`src/common/endec_pkg.sv`:
```
package endec_pkg;

    // --------------------
    // trellis constants
    // --------------------
    localparam int CONSTRAINT_LEN = 3;
    localparam int STATE_BITS     = CONSTRAINT_LEN - 1;
    localparam int NUM_STATES     = 1 << STATE_BITS;

    // 16 steps of at most 2 each stay well clear of the saturated start value
    localparam int METRIC_W       = 7;

    // --------------------
    // shared types
    // --------------------

    // bit 2 taps the new input bit, bits 1 and 0 tap the state
    typedef struct packed {
        logic [CONSTRAINT_LEN-1:0] g1;
        logic [CONSTRAINT_LEN-1:0] g0;
    } gen_poly_t;

    // g0 code bit in bit 0
    typedef logic [1:0] symbol_t;

    typedef struct packed {
        logic slice_en;
        logic encode_en;
        logic acs_en;
        logic mem_wr;
        logic trace_en;
        logic trace_first;
    } step_ctrl_t;

endpackage
```
`src/rtl/endec.sv`:
```
`timescale 1ns/1ps

module endec #(
    parameter int FRAME_BITS = 16
) (
    input  logic                             sys_clk,
    input  logic                             i_reset,
    input  logic                             i_en,
    input  endec_pkg::gen_poly_t             i_gen_poly,
    input  logic [endec_pkg::STATE_BITS-1:0] i_prv_encoder_state,
    input  logic [FRAME_BITS-1:0]            i_encoder_data_frame,
    input  logic [2*FRAME_BITS-1:0]          i_decoder_data_frame,
    output logic [2*FRAME_BITS-1:0]          o_encoder_data,
    output logic                             o_encoder_done,
    output logic [FRAME_BITS-1:0]            o_decoder_data,
    output logic                             o_decoder_done
);
    import endec_pkg::*;

    localparam int STEP_W = $clog2(FRAME_BITS);

    step_ctrl_t                     ctrl;
    logic                           tx_bit;
    symbol_t                        rx_sym;
    symbol_t [NUM_STATES-1:0][1:0]  branch_sym;
    logic [NUM_STATES-1:0]          dec_vec;
    logic [STATE_BITS-1:0]          best_state;
    logic [STEP_W-1:0]              rd_step;
    logic [NUM_STATES-1:0]          rd_vec;

    endec_control #(.FRAME_BITS(FRAME_BITS)) control (
        .sys_clk        (sys_clk),
        .i_reset        (i_reset),
        .i_en           (i_en),
        .o_ctrl         (ctrl),
        .o_encoder_done (o_encoder_done),
        .o_decoder_done (o_decoder_done)
    );

    // --------------------
    // forward pass
    // --------------------
    frame_slicer #(.FRAME_BITS(FRAME_BITS)) slicer (
        .sys_clk              (sys_clk),
        .i_reset              (i_reset),
        .i_ctrl               (ctrl),
        .i_encoder_data_frame (i_encoder_data_frame),
        .i_decoder_data_frame (i_decoder_data_frame),
        .o_tx_bit             (tx_bit),
        .o_rx_sym             (rx_sym)
    );

    conv_encoder #(.FRAME_BITS(FRAME_BITS)) encoder (
        .sys_clk             (sys_clk),
        .i_reset             (i_reset),
        .i_ctrl              (ctrl),
        .i_gen_poly          (i_gen_poly),
        .i_prv_encoder_state (i_prv_encoder_state),
        .i_tx_bit            (tx_bit),
        .o_branch_sym        (branch_sym),
        .o_encoder_data      (o_encoder_data)
    );

    add_compare_select acs (
        .sys_clk      (sys_clk),
        .i_reset      (i_reset),
        .i_ctrl       (ctrl),
        .i_rx_sym     (rx_sym),
        .i_branch_sym (branch_sym),
        .o_dec_vec    (dec_vec),
        .o_best_state (best_state)
    );

    // --------------------
    // survivors and traceback
    // --------------------
    survivor_memory #(.FRAME_BITS(FRAME_BITS)) memory (
        .sys_clk   (sys_clk),
        .i_reset   (i_reset),
        .i_ctrl    (ctrl),
        .i_dec_vec (dec_vec),
        .i_rd_step (rd_step),
        .o_rd_vec  (rd_vec)
    );

    traceback #(.FRAME_BITS(FRAME_BITS)) trace (
        .sys_clk        (sys_clk),
        .i_reset        (i_reset),
        .i_ctrl         (ctrl),
        .i_best_state   (best_state),
        .i_rd_vec       (rd_vec),
        .o_rd_step      (rd_step),
        .o_decoder_data (o_decoder_data)
    );

endmodule

```
`src/viterbi/traceback.sv`:
```
`timescale 1ns/1ps

module traceback #(
    parameter  int FRAME_BITS = 16,
    localparam int STEP_W     = $clog2(FRAME_BITS)
) (
    input  logic                             sys_clk,
    input  logic                             i_reset,
    input  endec_pkg::step_ctrl_t            i_ctrl,
    input  logic [endec_pkg::STATE_BITS-1:0] i_best_state,
    input  logic [endec_pkg::NUM_STATES-1:0] i_rd_vec,
    output logic [STEP_W-1:0]                o_rd_step,
    output logic [FRAME_BITS-1:0]            o_decoder_data
);
    import endec_pkg::*;

    localparam logic [STEP_W-1:0] LAST_STEP = STEP_W'(FRAME_BITS - 1);

    logic [STATE_BITS-1:0] state_q;
    logic [STATE_BITS-1:0] cur_state;
    logic [STEP_W-1:0]     step_q;

    // first step starts straight from the acs winner at the last step
    assign cur_state = i_ctrl.trace_first ? i_best_state : state_q;
    assign o_rd_step = i_ctrl.trace_first ? LAST_STEP : step_q;

    always_ff @(posedge sys_clk)
    begin
        if (i_reset)
        begin
            state_q        <= '0;
            step_q         <= '0;
            o_decoder_data <= '0;
        end
        else if (i_ctrl.trace_en)
        begin
            // predecessor = low state bits followed by the stored decision
            state_q        <= {cur_state[STATE_BITS-2:0], i_rd_vec[cur_state]};
            step_q         <= o_rd_step - 1'b1;
            // last step enters first and ends up in the msb
            o_decoder_data <= {o_decoder_data[FRAME_BITS-2:0], cur_state[STATE_BITS-1]};
        end
    end

endmodule

```
`src/viterbi/survivor_memory.sv`:
```
`timescale 1ns/1ps

module survivor_memory #(
    parameter  int FRAME_BITS = 16,
    localparam int STEP_W     = $clog2(FRAME_BITS)
) (
    input  logic                            sys_clk,
    input  logic                            i_reset,
    input  endec_pkg::step_ctrl_t           i_ctrl,
    input  logic [endec_pkg::NUM_STATES-1:0] i_dec_vec,
    input  logic [STEP_W-1:0]               i_rd_step,
    output logic [endec_pkg::NUM_STATES-1:0] o_rd_vec
);
    import endec_pkg::*;

    logic [NUM_STATES-1:0] mem [FRAME_BITS];
    logic [STEP_W-1:0]     wr_ptr;

    // pointer rests at zero between forward passes
    always_ff @(posedge sys_clk)
    begin
        if (i_reset || !i_ctrl.mem_wr)
            wr_ptr <= '0;
        else
            wr_ptr <= wr_ptr + 1'b1;
    end

    always_ff @(posedge sys_clk)
    begin
        if (i_ctrl.mem_wr)
            mem[wr_ptr] <= i_dec_vec;
    end

    assign o_rd_vec = mem[i_rd_step];

endmodule

```
`src/viterbi/add_compare_select.sv`:
```
`timescale 1ns/1ps

module add_compare_select (
    input  logic                                          sys_clk,
    input  logic                                          i_reset,
    input  endec_pkg::step_ctrl_t                         i_ctrl,
    input  endec_pkg::symbol_t                            i_rx_sym,
    input  endec_pkg::symbol_t [endec_pkg::NUM_STATES-1:0][1:0] i_branch_sym,
    output logic [endec_pkg::NUM_STATES-1:0]              o_dec_vec,
    output logic [endec_pkg::STATE_BITS-1:0]              o_best_state
);
    import endec_pkg::*;

    localparam logic [METRIC_W-1:0] METRIC_MAX = '1;

    logic [METRIC_W-1:0] pm_q    [NUM_STATES];
    logic [METRIC_W-1:0] pm_next [NUM_STATES];

    function automatic logic [1:0] hamming(symbol_t a, symbol_t b);
        symbol_t diff;
        diff = a ^ b;
        return {1'b0, diff[0]} + {1'b0, diff[1]};
    endfunction

    // unreachable start states sit at the maximum, so the add saturates
    function automatic logic [METRIC_W-1:0] sat_add(logic [METRIC_W-1:0] pm, logic [1:0] bm);
        logic [METRIC_W:0] sum;
        sum = {1'b0, pm} + {{(METRIC_W-1){1'b0}}, bm};
        return sum[METRIC_W] ? METRIC_MAX : sum[METRIC_W-1:0];
    endfunction

    // --------------------
    // add, compare, select
    // --------------------
    always_comb
    begin
        logic [STATE_BITS-1:0] dst;
        logic [STATE_BITS-1:0] p0;
        logic [STATE_BITS-1:0] p1;
        logic [METRIC_W-1:0]   c0;
        logic [METRIC_W-1:0]   c1;
        for (int d = 0; d < NUM_STATES; d++)
        begin
            dst = STATE_BITS'(d);
            // both predecessors share the low state bits, input bit is dst msb
            p0  = {dst[STATE_BITS-2:0], 1'b0};
            p1  = {dst[STATE_BITS-2:0], 1'b1};
            c0  = sat_add(pm_q[p0], hamming(i_rx_sym, i_branch_sym[p0][dst[STATE_BITS-1]]));
            c1  = sat_add(pm_q[p1], hamming(i_rx_sym, i_branch_sym[p1][dst[STATE_BITS-1]]));
            o_dec_vec[d] = (c1 < c0);
            pm_next[d]   = (c1 < c0) ? c1 : c0;
        end
    end

    always_ff @(posedge sys_clk)
    begin
        if (i_reset || i_ctrl.trace_first)
        begin
            for (int s = 0; s < NUM_STATES; s++)
                pm_q[s] <= (s == 0) ? '0 : METRIC_MAX;
        end
        else if (i_ctrl.acs_en)
            pm_q <= pm_next;
    end

    // lowest final metric, lowest index wins a tie
    always_comb
    begin
        logic [STATE_BITS-1:0] best_idx;
        logic [METRIC_W-1:0]   best_pm;
        best_idx = '0;
        best_pm  = pm_q[0];
        for (int s = 1; s < NUM_STATES; s++)
        begin
            if (pm_q[s] < best_pm)
            begin
                best_idx = STATE_BITS'(s);
                best_pm  = pm_q[s];
            end
        end
        o_best_state = best_idx;
    end

endmodule

```
`src/rtl/conv_encoder.sv`:
```
`timescale 1ns/1ps

module conv_encoder #(
    parameter int FRAME_BITS = 16
) (
    input  logic                                          sys_clk,
    input  logic                                          i_reset,
    input  endec_pkg::step_ctrl_t                         i_ctrl,
    input  endec_pkg::gen_poly_t                          i_gen_poly,
    input  logic [endec_pkg::STATE_BITS-1:0]              i_prv_encoder_state,
    input  logic                                          i_tx_bit,
    output endec_pkg::symbol_t [endec_pkg::NUM_STATES-1:0][1:0] o_branch_sym,
    output logic [2*FRAME_BITS-1:0]                       o_encoder_data
);
    import endec_pkg::*;

    gen_poly_t             poly_q;
    logic [STATE_BITS-1:0] state_q;
    symbol_t               sym;

    function automatic symbol_t code_sym(gen_poly_t poly, logic in_bit,
                                         logic [STATE_BITS-1:0] st);
        logic [CONSTRAINT_LEN-1:0] taps;
        taps = {in_bit, st};
        return {^(taps & poly.g1), ^(taps & poly.g0)};
    endfunction

    assign sym = code_sym(poly_q, i_tx_bit, state_q);

    // expected symbol for every branch, indexed by source state and input bit
    always_comb
    begin
        for (int s = 0; s < NUM_STATES; s++)
        begin
            for (int b = 0; b < 2; b++)
            begin
                o_branch_sym[s][b] = code_sym(poly_q, 1'(b), STATE_BITS'(s));
            end
        end
    end

    always_ff @(posedge sys_clk)
    begin
        if (i_reset)
        begin
            poly_q         <= '0;
            state_q        <= '0;
            o_encoder_data <= '0;
        end
        else if (!i_ctrl.encode_en)
        begin
            poly_q  <= i_gen_poly;
            state_q <= i_prv_encoder_state;
        end
        else
        begin
            // newest bit enters at the top of the state
            state_q        <= {i_tx_bit, state_q[STATE_BITS-1:1]};
            o_encoder_data <= {sym, o_encoder_data[2*FRAME_BITS-1:2]};
        end
    end

endmodule

```
`src/rtl/frame_slicer.sv`:
```
`timescale 1ns/1ps

module frame_slicer #(
    parameter int FRAME_BITS = 16
) (
    input  logic                    sys_clk,
    input  logic                    i_reset,
    input  endec_pkg::step_ctrl_t   i_ctrl,
    input  logic [FRAME_BITS-1:0]   i_encoder_data_frame,
    input  logic [2*FRAME_BITS-1:0] i_decoder_data_frame,
    output logic                    o_tx_bit,
    output endec_pkg::symbol_t      o_rx_sym
);
    import endec_pkg::*;

    localparam int SYM_W = $bits(symbol_t);

    logic [FRAME_BITS-1:0]       tx_q;
    logic [SYM_W*FRAME_BITS-1:0] rx_q;

    // frames are captured while no step runs, so the start edge loads them
    always_ff @(posedge sys_clk)
    begin
        if (i_reset)
        begin
            tx_q <= '0;
            rx_q <= '0;
        end
        else if (!i_ctrl.slice_en)
        begin
            tx_q <= i_encoder_data_frame;
            rx_q <= i_decoder_data_frame;
        end
        else
        begin
            tx_q <= tx_q >> 1;
            rx_q <= rx_q >> SYM_W;
        end
    end

    assign o_tx_bit = tx_q[0];
    assign o_rx_sym = rx_q[SYM_W-1:0];

endmodule

```
`src/rtl/endec_control.sv`:
```
`timescale 1ns/1ps

module endec_control #(
    parameter int FRAME_BITS = 16
) (
    input  logic                  sys_clk,
    input  logic                  i_reset,
    input  logic                  i_en,
    output endec_pkg::step_ctrl_t o_ctrl,
    output logic                  o_encoder_done,
    output logic                  o_decoder_done
);

    localparam int CNT_W = $clog2(FRAME_BITS + 1);
    localparam logic [CNT_W-1:0] LAST = CNT_W'(FRAME_BITS);

    typedef enum logic [1:0] {
        S_IDLE,
        S_FORWARD,
        S_TRACE
    } state_t;

    state_t           state;
    logic [CNT_W-1:0] cnt;
    logic             at_last;

    // the cycle after the last step of a pass carries the done pulse
    assign at_last = (cnt == LAST);

    always_ff @(posedge sys_clk)
    begin
        if (i_reset)
        begin
            state <= S_IDLE;
            cnt   <= '0;
        end
        else
        begin
            case (state)
                S_IDLE:
                begin
                    if (i_en)
                        state <= S_FORWARD;
                end
                S_FORWARD, S_TRACE:
                begin
                    if (at_last)
                    begin
                        state <= (state == S_FORWARD) ? S_TRACE : S_IDLE;
                        cnt   <= '0;
                    end
                    else
                        cnt <= cnt + 1'b1;
                end
                default:
                    state <= S_IDLE;
            endcase
        end
    end

    // --------------------
    // step enables
    // --------------------
    always_comb
    begin
        o_ctrl = '0;
        if (state == S_FORWARD && !at_last)
        begin
            o_ctrl.slice_en  = 1'b1;
            o_ctrl.encode_en = 1'b1;
            o_ctrl.acs_en    = 1'b1;
            o_ctrl.mem_wr    = 1'b1;
        end
        if (state == S_TRACE && !at_last)
        begin
            o_ctrl.trace_en    = 1'b1;
            o_ctrl.trace_first = (cnt == '0);
        end
    end

    assign o_encoder_done = (state == S_FORWARD) && at_last;
    assign o_decoder_done = (state == S_TRACE) && at_last;

endmodule

```
`config.mk`:
```
export PLATFORM = sky130hd
export DESIGN_NAME = endec
export DESIGN_NICKNAME = d
export VERILOG_FILES = /design/src/common/endec_pkg.sv /design/src/rtl/endec.sv /design/src/viterbi/traceback.sv /design/src/viterbi/survivor_memory.sv /design/src/viterbi/add_compare_select.sv /design/src/rtl/conv_encoder.sv /design/src/rtl/frame_slicer.sv /design/src/rtl/endec_control.sv
export SDC_FILE = /design/constraint.sdc
export NUM_CORES = 1
export LEC_CHECK = 0
export BUFFER_PORTS_ARGS = -buffer_cell sky130_fd_sc_hd__buf_4
export CAP_MARGIN = 20
export CORE_AREA = 5 5 150 166
export CTS_CLUSTER_SIZE = 30
export DETAILED_ROUTE_END_ITERATION = 12
export DIE_AREA = 0 0 155 171
export PLACE_DENSITY = 0.66
export SYNTH_ARGS = -nofsm -noshare
export SYNTH_HDL_FRONTEND = slang
export SYNTH_SLANG_ARGS = --single-unit
```
`constraint.sdc`:
```
create_clock -name sys_clk -period 14.97 [get_ports sys_clk]
set_clock_uncertainty 0.15 [all_clocks]
set_input_delay 2.2455 -clock sys_clk [delete_from_list [all_inputs] [get_ports sys_clk]]
set_output_delay 2.2455 -clock sys_clk [all_outputs]
set_load 0.03 [all_outputs]
```
Word level (Yosys, flattened, before mapping) --
Memory sizes are Yosys's and may differ from the RTL's. Index checks and enable logic that the tools add are counted.
Storage, ports and cells: flip-flop bits (word level) 149, RAM bits 64, input port bits 59, output and inout bits 50, logic and storage cells 122, memories kept 1
Memories:
- memory.mem | words 16, width 4, rd ports 1, clocked after Yosys merged registers in 0, wr ports 1, line survivor_memory.sv:16 | logic [NUM_STATES-1:0] mem [FRAME_BITS];
Operators by class: add/sub/neg operators 19, order comparisons 8, equality and inequality tests 5, multiplexer cells 33, bitwise gates (word level) 9, reduce and logical (&&, ||, !) cells 29
Operators by type and width (number):
- $mux W7 | 14
- $add A7 B2 Y8 | 8
- $lt A7 B7 Y1 | 7
- $reduce_xor A3 Y1 | 16
- $mux W30 | 1
- $add A1 B1 Y2 | 8
- $mux W2 | 8
- $mux W15 | 1
- $xor A2 B2 Y2 | 7
- $mux W4 | 2
- $and A3 B3 Y3 | 2
- $add A5 B1 Y5 const B | 1
- $eq A5 B5 Y1 const B | 1
- $logic_not A5 Y1 | 1
- $mux W5 | 1
- $add A4 B1 Y4 const B | 1
- $logic_and A1 B1 Y1 | 4
- $mux W1 | 4
- $pmux W2 S2 | 1
- $reduce_or A2 Y1 | 2
- $sub A4 B1 Y4 const B | 1
- $lt A2 B3 Y1 const B | 1
- $bmux W1 S2 | 1
- $eq A2 B1 Y1 const B | 1
- other kinds (7) | 9

Depth between registers and ports, before layout --
Gate-level depths: netlist (run 1).
depth in word-level cells 9, gate-level depth with buffers 27, gate-level depth less buffers 24

Modules after synthesis --
A second synthesis (run 1) with hierarchy kept.
Unflattened totals: cell total of the unflattened synthesis 1106, area, all modules 11388.4 um2
By module, submodules not included:
- add_compare_select | times used 1, cells an instance 504, area each 3890.0 um2, sequential area each 560.5 um2
- survivor_memory | times used 1, cells an instance 147, area each 2765.2 um2, sequential area each 2001.9 um2
- frame_slicer | times used 1, cells an instance 154, area each 1729.2 um2, sequential area each 960.9 um2
- conv_encoder | times used 1, cells an instance 148, area each 1590.3 um2, sequential area each 800.8 um2
- traceback | times used 1, cells an instance 97, area each 933.4 um2, sequential area each 440.4 um2
- endec_control | times used 1, cells an instance 56, area each 480.5 um2, sequential area each 140.1 um2

Least setup slack after synthesis (run 1) --
Ideal clock, no wire load.
path type reg-to-reg, from reg acs.pm_q[25] (netlist name), to reg trace.state_q[0], setup time 0.070 ns, data arrival time 4.899 ns, required time 14.750 ns, slack 9.851 ns, stages on the path, launching flop included 27, path buffers 2, clock period less this slack 5.119 ns, path through dfxtp_1 -> inv_1 -> ha_1 -> a21oi_1 -> o21ai_0 -> a21oi_1 -> clkbuf_1 -> nor2_1 -> a21oi_1 -> ha_1 -> a211o_1 -> a21oi_1 -> nand3_1 -> mux2i_1 -> nor2_1 -> clkbuf_1 -> nand2_1 -> o21ai_0 -> ha_1 -> a211oi_1 -> o211ai_1 -> nor2_1 -> o21ai_0 -> o32ai_2 -> mux2i_1 -> mux2i_1 -> a21oi_1
On the way: word-level cells in the longest chain between the ends 9, elaborated cells on any way between the ends 11, classes of those cells order compare (3); mux (8)
Ends and longest elaborated chain:
- start: declaration | line add_compare_select.sv:16 | logic [METRIC_W-1:0] pm_q [NUM_STATES];
- start signal: indexed assignment | line add_compare_select.sv:60 | pm_q[s] <= (s == 0) ? '0 : METRIC_MAX;
- start signal: assignment | line add_compare_select.sv:63 | pm_q <= pm_next;
- $lt A7 B7 Y1 | line add_compare_select.sv:75 | if (pm_q[s] < best_pm)
- $mux W7 | line add_compare_select.sv:75
- $lt A7 B7 Y1 | line add_compare_select.sv:75
- $mux W7 | line add_compare_select.sv:75
- $lt A7 B7 Y1 | line add_compare_select.sv:75
- $mux W2 * | line add_compare_select.sv:75
- $mux W2 * | line traceback.sv:24 | assign cur_state = i_ctrl.trace_first ? i_best_state : state_q;
- $bmux W1 S2 * | line traceback.sv:38 | state_q <= {cur_state[STATE_BITS-2:0], i_rd_vec[cur_state]};
- $mux W1 (implied by the code) * | line traceback.sv:38
- end signal: assignment | line traceback.sv:38
- end: declaration | line traceback.sv:19 | logic [STATE_BITS-1:0] state_q;
Mark *: on every way between the ends. The rest lies on a longest branch, timed or not. The select of a mux whose other input is x is not followed. A chain may end at the register's enable or synchronous reset.

Worst setup path in the final report (run 1) --
Same ends and word-level chain as after synthesis.

==> out/results.tsv, run 1 <==
metric	value	unit
Synth Area per Inst	8.71	sq um
antenna viol nets, final	0	
FF-to-FF setup slack	8860	ps
Tcrit/Tclk final	40.8	%
Sink Count	213	
most common cell in the netlist	nand2_1	
worst min path class	flop to flop	
worst r2r dst	trace.state_q[0]	
CTS Root Cell	clkbuf_16	
Fin Setup TNS	0	ps
Synth Area in Simple Gates	19.0	%
WP data required	15270	ps
Async SR Flop Fraction	0	%
WL final	26.9	mm
Post-synth EDFFs	64	
DR iter-0 viols	538	
CP arrival	6410	ps
First-pass DRT Iterations	6	
Layout Nets	1439	
via count	8931	
leak pwr	4.98	nW
drt wl/cell	16.5	um
top post-synthesis cells by area	dfxtp_1 (27%), edfxtp_1 (18%), nand2_1 (9.8%)	
worst skew pair latency	520	ps
first-pass GRT wire length	44.1	mm
fin crit period	6110	ps
crit start category	flop	
RSZ-0062 raised after global routing	no	
worst-margin pin slew	1000	ps
grt total ovfl	0	
Core Util, Final	53.9	%
Syn Inst Count	1249	
Overall Global Routing Usage	20.0	%
Die X-Extent	155	um
H-tree depth	1	
largest net degree at the start of global routing	94	
Adder-Cell Fraction of Synth Area	8.49	%
placer congestion estimate	0.876	
Worst Setup End Kind	flop	
post-CTS sizing	0	
io pins	109	
XOR/XNOR share of the synthesized area	3.38	%
largest area contributor in the netlist	dfxtp_1	
largest family of logic cells by synthesized area	simple AND/OR/NAND/NOR gates	
final total power	2.98	mW
R2R cell count	24	
Max VDD drop	0.141	mV
synth cell count leaders	nand2_1 (285), a21oi_1 (163), dfxtp_1 (149)	
clk buf depth	3	
Area Growth Syn to Fin	15.2	%
critical path class	flop to flop	
Setup Buffers After CTS	0	
fmax	164	MHz
post-synthesis mux area share	2.43	%
share of post-route cells with drive strength above 1	13.2	%
crit path launch	acs.pm_q[25]	
Die Height	171	um
Max FO, Critical Path	15	
vias in the first global route	8819	
DR vias/cell	5.47	
detailed placer's ending HPWL	19.2	mm
Cell variety after synth	66	
worst reg2reg startpoint	acs.pm_q[25]	
Yosys top cell area share	27.4	%
final worst-path setup slack	8860	ps
# port buffers	108	
CTS tree	yes	
fillcell total	2159	
Rows	59	
Core Region	23300	sq um
post-synthesis net count	1377	
#FFs+latches synth	213	
relative slew slack	33.2	%
number of max-cap violations	0	
Synth Area in Compound Gates	17.2	%
Yosys Warn Count	0	
Power Density	238	nW/um^2
ys flop type	dfxtp_1	
DRC viols	0	
Starting Density	46.8	%
outcome	finished clean	
Final Setup Violations	0	
Die ar.	26500	sq um
crit path capture	trace.state_q[0]	
Fin. Hold Viols	0	
Final Max Tran Viols	0	
share of the yosys chip area belonging to registers	45.1	%
Clock transition at path regs	60	ps
initial antenna violation count	1	
Min Hold Slack	282	ps
synthesized area	10900	sq um
Hold-fix buffers, CTS	0	
post-place setup slack	8970	ps
total CTS buffers	22	
==> where the power goes <==
group / internal (mW) / leakage, nW / total [mW] / switching [mW]
Combinational: 0.554 / 2.83 / 1.56 / 1.01
Sequential: 0.792 / 1.80 / 0.881 / 0.0897
Clock: 0.315 / 0.361 / 0.542 / 0.227
Total: 1.66 / 4.98 / 2.98 / 1.32
==> flip-flops by register name, indices dropped and copies added (netlist names) <==
name                    cells
control.cnt                 5
acs.pm_q                   28
encoder.poly_q              6
slicer.rx_q                32
trace.o_decoder_data       16
trace.step_q                4
encoder.o_encoder_data     32
memory.mem                 64
memory.wr_ptr               4
slicer.tx_q                16
trace.state_q               2
control.state               2
encoder.state_q             2
==> through the flow <==
step / instances / instance area [sq um]
final: 1632 / 12500
after global routing: 1632 / 12500
after CTS: 1631 / 12500
after detailed placement: 1592 / 11800
after global placement: 1592 / 11800
after floorplan: 1249 / 10900
==> routing by layer <==
layer / vias up / share of wire [%] / GRT usage, %
met5: - / 0 / 0
met4: 0 / 3.6 / 8.22
met3: 67 / 7.4 / 4.98
met2: 264 / 47 / 33.4
met1: 4141 / 42 / 24.9
li1: 4459 / - / -
==> worst min-delay path by stage <==
stage	from	end	slack [ps]	cells past startpoint
finish	slicer.rx_q[20]	slicer.rx_q[18]	280	2
global route	slicer.rx_q[9]	slicer.rx_q[7]	300	2
CTS	slicer.tx_q[9]	slicer.tx_q[8]	280	2
floorplan	slicer.rx_q[2]	slicer.rx_q[0]	270	2
detailed placement	slicer.tx_q[8]	slicer.tx_q[7]	280	2
global placement	slicer.tx_q[12]	slicer.tx_q[11]	270	2
==> layout make-up <==
type / count / area, sq um / area share [%]
clock inverters: 6 / 43.8 / 0.350
diodes: 1 / 2.50 / 0.0200
multi-input cells: 920 / 5510 / 44.0
repair buffers: 113 / 848 / 6.77
clock buffers: 33 / 682 / 5.44
well taps: 305 / 382 / 3.05
inverters: 41 / 154 / 1.23
flip-flops and latches: 213 / 4900 / 39.2
==> cells in the final DEF, fill, tap and decap left out, types with 22 or more instances in the layout <==
cell / count
nor2_1: 62
edfxtp_1: 64
buf_4: 113
o21ai_0: 64
nand2_1: 284
ha_1: 61
inv_1: 39
dfxtp_1: 149
nand3_1: 25
clkbuf_16: 22
xnor2_1: 22
a21oi_1: 163
==> worst max-delay path, cell delays in order (launching register included) <==
cell and delay, ps:
dfxtp_1 420, inv_1 140, ha_1 310, a21oi_1 150, o21ai_0 160, a21oi_1 810, nor2_1 80, a21oi_1 230
ha_1 300, a211o_1 290, a21oi_1 320, nand3_1 160, mux2i_1 280, nor2_1 210, nand2_1 100, o21ai_0 90
ha_1 310, a211oi_1 240, o211ai_1 160, nor2_1 120, o21ai_0 110, o32ai_2 380, mux2i_1 270, mux2i_1 100
a21oi_1 140
==> cells by family after synthesis <==
kind of cell    count (synthesis)
simple gates                  468
compound gates                316
flops                         213
buf+inv                       116
fa+ha+maj                      69
xor+xnor                       42
mux                            25
No activity file was read; power rests on OpenSTA's default activity.
==> run 2: changes to the inputs <==
clock period = 6.3 ns   (was 14.97 ns; I/O delays follow)
==> run 2 against run 1 <==
Sequential power is 140% higher. First-iteration DRC count is 7.8% higher. Wire length fell by 0.38%. Clock power rose to 2.6 times the previous value. Hold slack worse by 0.85 ps. Highest routed layer unchanged. Register-to-register slack got worse by 8200 ps. Global-route usage shrank 0.25 points. Total power is 140% higher. Count of clock-buffer cells in the layout fell by 5.
==> out/results.tsv, run 2 (same netlist as run 1, synthesis figures left out) <==
metric	value	unit
biggest regs	memory.mem: 64 flops, encoder.o_encoder_data: 32 flops, slicer.rx_q: 32 flops	
clk buf depth	3	
most frequent cells in the layout	nand2_1 (284), a21oi_1 (163), dfxtp_1 (149), buf_4 (115)	
placer congestion estimate	0.867	
largest register by flop count	memory.mem	
most common cell after layout, fill and taps aside	nand2_1	
Power Density	572	nW/um^2
DR vias/cell	5.47	
Die Height	171	um
CP max stage delay	560	ps
relative slew slack	36.3	%
Setup Buffers After CTS	0	
DR iter-0 viols	580	
Die ar.	26500	sq um
crit start category	flop	
Comb pwr share	51.7	%
Final Max Tran Viols	0	
first-pass GRT wire length	43.5	mm
io pins	109	
max reg flops	64	
Hold-fix buffers, CTS	0	
fmax	177	MHz
Area Growth Syn to Fin	15.8	%
worst-margin pin slew	944	ps
fin area	12600	sq um
CP Cell Sequence	ha_1, a21oi_1, o21ai_0, a21oi_1, nor2_1, a21oi_1, ha_1, a211o_1, a21oi_1, nand3_1, mux2i_1, nor2_1, nand2_1, o21ai_0, ha_1, a211oi_1, o211ai_1, nor2_1, o21ai_0, o32ai_2, mux2i_1, mux2i_1, a21oi_1	
detailed placer's ending HPWL	18.9	mm
outcome	finished clean	
WP buf/inv	0	
Switch Pwr	3.17	mW
DRC viols	0	
Core Util, Final	54.1	%
Worst Setup End Kind	flop	
Clock transition at path regs	60	ps
Core Region	23300	sq um
critical path class	flop to flop	
largest net degree at the start of global routing	86	
post-place setup slack	743	ps
share of post-route cells with drive strength above 1	13.3	%
met2 usage	32.9	%
Min Hold Slack	281	ps
grt total ovfl	0	
via count	8944	
Starting Density	46.8	%
Rows	59	
CTS Root Cell	clkbuf_16	
CTS tree	yes	
Global Route met1 Usage	25.0	%
worst skew pair latency	530	ps
area of placed instances	11800	sq um
Tcrit/Tclk final	89.8	%
final worst-path setup slack	640	ps
Die X-Extent	155	um
number of max-cap violations	0	
CP max stage cell	dfxtp_1	
cell family contributing the most delay on the critical path	compound AO/OA/AOI/OAI gates	
# port buffers	108	
Cell Int Power	4.03	mW
drt wl/cell	16.4	um
fin crit period	5660	ps
Overall Global Routing Usage	19.8	%
Layout Nets	1442	
n_diodes	0	
fillcell total	2104	
Max FO, Critical Path	12	
RSZ-0062 raised after global routing	no	
post-CTS sizing	0	
met3 GRT Util	4.71	%
CP arrival	5970	ps
Fin Setup TNS	0	ps
Clk pwr share	19.4	%
worst min path class	flop to flop	
Final Setup Violations	0	
most numerous cell on the critical path	a21oi_1	
Max VDD drop	0.401	mV
GR peak layer	met2	
First-pass DRT Iterations	5	
initial antenna violation count	0	
Fin. Hold Viols	0	
antenna viol nets, final	0	
vias in the first global route	8660	
leak pwr	5.02	nW
WL final	26.8	mm
total CTS buffers	23	
Seq pwr share	28.9	%
net switching fraction of the power	44.0	%
Sink Count	213	
WP data required	6610	ps
H-tree depth	1	
[run 2: final timing paths]
kind	depth (start not counted)	slack (ps)	endpoint	start
worst max-delay path	23	640	trace.state_q[0]	acs.pm_q[18]
worst min-delay path	2	280	slicer.rx_q[19]	slicer.rx_q[21]
worst max register to register	23	640	trace.state_q[0]	acs.pm_q[18]
worst min register to register	2	280	slicer.rx_q[19]	slicer.rx_q[21]
[run 2: final cells by class]
class / count / area [sq um] / share of cell area (%)
multi-input combinational: 920 / 5510 / 43.8
sequential: 213 / 4900 / 39.0
timing repair buffer: 115 / 863 / 6.86
clock buffer: 28 / 614 / 4.88
tap: 305 / 382 / 3.03
clock inverter: 13 / 161 / 1.28
inverter: 41 / 154 / 1.22
[run 2: per-layer routing]
layer  wire length [um]  share of wire, %
met5                  0                 0
met4                969               3.6
met3               1740               6.5
met2              12500                47
met1              11600                43
[run 2: metrics by stage]
| step | cells | power (mW) |
|---|---|---|
| after CTS | 1635 | 7.25 |
| final | 1635 | 7.20 |
| after global placement | 1594 | 5.74 |
| after detailed placement | 1594 | 5.83 |
| after global routing | 1635 | 7.82 |
| after floorplan | 1249 | 4.88 |
[run 2: power groups by stage]
stage,clock network [mW],registers [mW],logic (mW)
finish,1.40,2.08,3.72
global route,1.48,2.11,4.23
CTS,1.42,2.08,3.75
detailed placement,0,2.11,3.72
global placement,0,2.10,3.63
floorplan,0,1.98,2.89
[run 2: worst register-to-register path, stage by stage, from the launching register on]
cell and delay, ps:
dfxtp_1 560, ha_1 320, a21oi_1 140, o21ai_0 130
a21oi_1 470, nor2_1 90, a21oi_1 210, ha_1 290
a211o_1 300, a21oi_1 320, nand3_1 180, mux2i_1 280
nor2_1 210, nand2_1 100, o21ai_0 80, ha_1 310
a211oi_1 230, o211ai_1 170, nor2_1 130, o21ai_0 110
o32ai_2 360, mux2i_1 250, mux2i_1 100, a21oi_1 130
==> run 3: changes to the inputs <==
--- a/config.mk
+++ b/config.mk
@@ -14,2 +14,3 @@
 export PLACE_DENSITY = 0.66
+export SKIP_CTS_REPAIR_TIMING = 1
 export SYNTH_ARGS = -nofsm -noshare
==> constraint.sdc (replaced) <==
create_clock -name sys_clk -period 6.3 [get_ports sys_clk]
set_clock_uncertainty 0.15 [all_clocks]
set_input_delay 0.315 -clock sys_clk [delete_from_list [all_inputs] [get_ports sys_clk]]
set_output_delay 0.315 -clock sys_clk [all_outputs]
set_load 0.03 [all_outputs]
==> run 3 against run 2 <==
Core utilization is 2.5 points higher. Via count up 3.9%. Clock power hardly changed. Sequential power hardly changed. Critical path type unchanged.
==> out/results.tsv, run 3 (same netlist as run 1, synthesis figures left out) <==
metric	value	unit
Clock transition at path regs	60	ps
crit start category	flop	
Sink Count	213	
Starting Density	46.8	%
fin crit period	5630	ps
WP data required	6610	ps
H-tree depth	1	
antenna viol nets, final	0	
max reg flops	64	
number of max-cap violations	0	
vias in the first global route	8660	
worst skew pair latency	530	ps
via count	9290	
RSZ-0062 raised after global routing	no	
Die ar.	26500	sq um
biggest regs	memory.mem: 64 flops, encoder.o_encoder_data: 32 flops, slicer.rx_q: 32 flops	
drt wl/cell	16.5	um
fmax	178	MHz
Max VDD drop	0.407	mV
worst min path class	input pin to flop	
Core Region	23300	sq um
io pins	109	
Area Growth Syn to Fin	21.0	%
Die X-Extent	155	um
Overall Global Routing Usage	19.8	%
First-pass DRT Iterations	5	
largest net degree at the start of global routing	86	
Tcrit/Tclk final	89.3	%
DR vias/cell	5.49	
fin area	13200	sq um
first-pass GRT wire length	43.5	mm
share of post-route cells with drive strength above 1	12.8	%
total CTS buffers	23	
initial antenna violation count	1	
most frequent cells in the layout	nand2_1 (284), a21oi_1 (163), dfxtp_1 (149), buf_4 (115)	
CTS Root Cell	clkbuf_16	
DR iter-0 viols	594	
DRC viols	0	
largest register by flop count	memory.mem	
leak pwr	5.25	nW
CTS tree	yes	
Die Height	171	um
Final Max Tran Viols	0	
CP arrival	5930	ps
Worst Setup End Kind	flop	
# port buffers	108	
outcome	finished clean	
placer congestion estimate	0.867	
critical path class	flop to flop	
worst-margin pin slew	929	ps
Fin. Hold Viols	0	
grt total ovfl	0	
Final Setup Violations	0	
Layout Nets	1499	
WL final	27.9	mm
Power Density	550	nW/um^2
Max FO, Critical Path	12	
relative slew slack	37.4	%
area of placed instances	11800	sq um
Fin Setup TNS	0	ps
Rows	59	
most common cell after layout, fill and taps aside	nand2_1	
clk buf depth	3	
detailed placer's ending HPWL	18.9	mm
==> run 3: cell count changes in the layout (fill, tap and decap cells not counted), sizes merged <==
cell / delta
diode: +1
dlygate4sd3: +57
==> run 3: path summary, 6_finish.rpt <==
check	from	end	slack (ps)	cells past startpoint
min reg2reg	slicer.rx_q[3]	slicer.rx_q[1]	280	2
min	i_reset	trace.o_decoder_data[2]	110	2
max	acs.pm_q[23]	trace.state_q[0]	670	24
max reg2reg	acs.pm_q[23]	trace.state_q[0]	670	24
==> run 3: where the power goes <==
part | leakage (nW) | switching, mW | total, mW | internal, mW
sequential | 1.80 | 0.204 | 2.09 | 1.88
combinational | 3.07 | 2.41 | 3.76 | 1.35
clock | 0.384 | 0.572 | 1.40 | 0.824
==> run 3: stage by stage <==
step           power [mW]  utilization (%)  hold WS, ps  cells  setup slack (ps)
6_report             7.24             56.6          111   1693               672
5_1_grt              7.86             56.6          129   1693               112
4_1_cts              7.25             54.1         -146   1635               720
3_5_place_dp         5.83             50.8          274   1594               743
3_3_place_gp         5.74             50.8          270   1594              1020
2_1_floorplan        4.88                -          267   1249              1180
==> run 3: layout make-up <==
type	count	area, sq um
timing repair buffer	172	1430
clock buffer	28	614
tap	305	382
multi-input combinational	920	5510
antenna	1	2.50
clock inverter	13	161
fill	1993	10100
inverter	41	154
sequential	213	4900
==> run 3: metal layers <==
metal | track usage, % | vias to the layer above | routed length, um
met3 | 4.71 | 66 | 1490
li1 | - | 4585 | -
met1 | 25.0 | 4385 | 12000
met4 | 7.87 | 0 | 1080
met2 | 32.9 | 254 | 13300
met5 | 0 | - | 0
==> run 3: critical path: stages (launching register included) <==
cell and delay (ps):
dfxtp_1 470, inv_1 150, ha_1 310, a21oi_1 120, o21ai_1 110, a21oi_1 460
nor2_1 80, a21oi_1 200, ha_1 290, a211o_1 300, a21oi_1 330, nand3_1 180
mux2i_1 260, nor2_1 200, nand2_1 100, o21ai_0 80, ha_1 310, a211oi_1 230
o211ai_1 170, nor2_1 120, o21ai_0 110, o32ai_2 350, mux2i_1 250, mux2i_1 90
a21oi_1 140
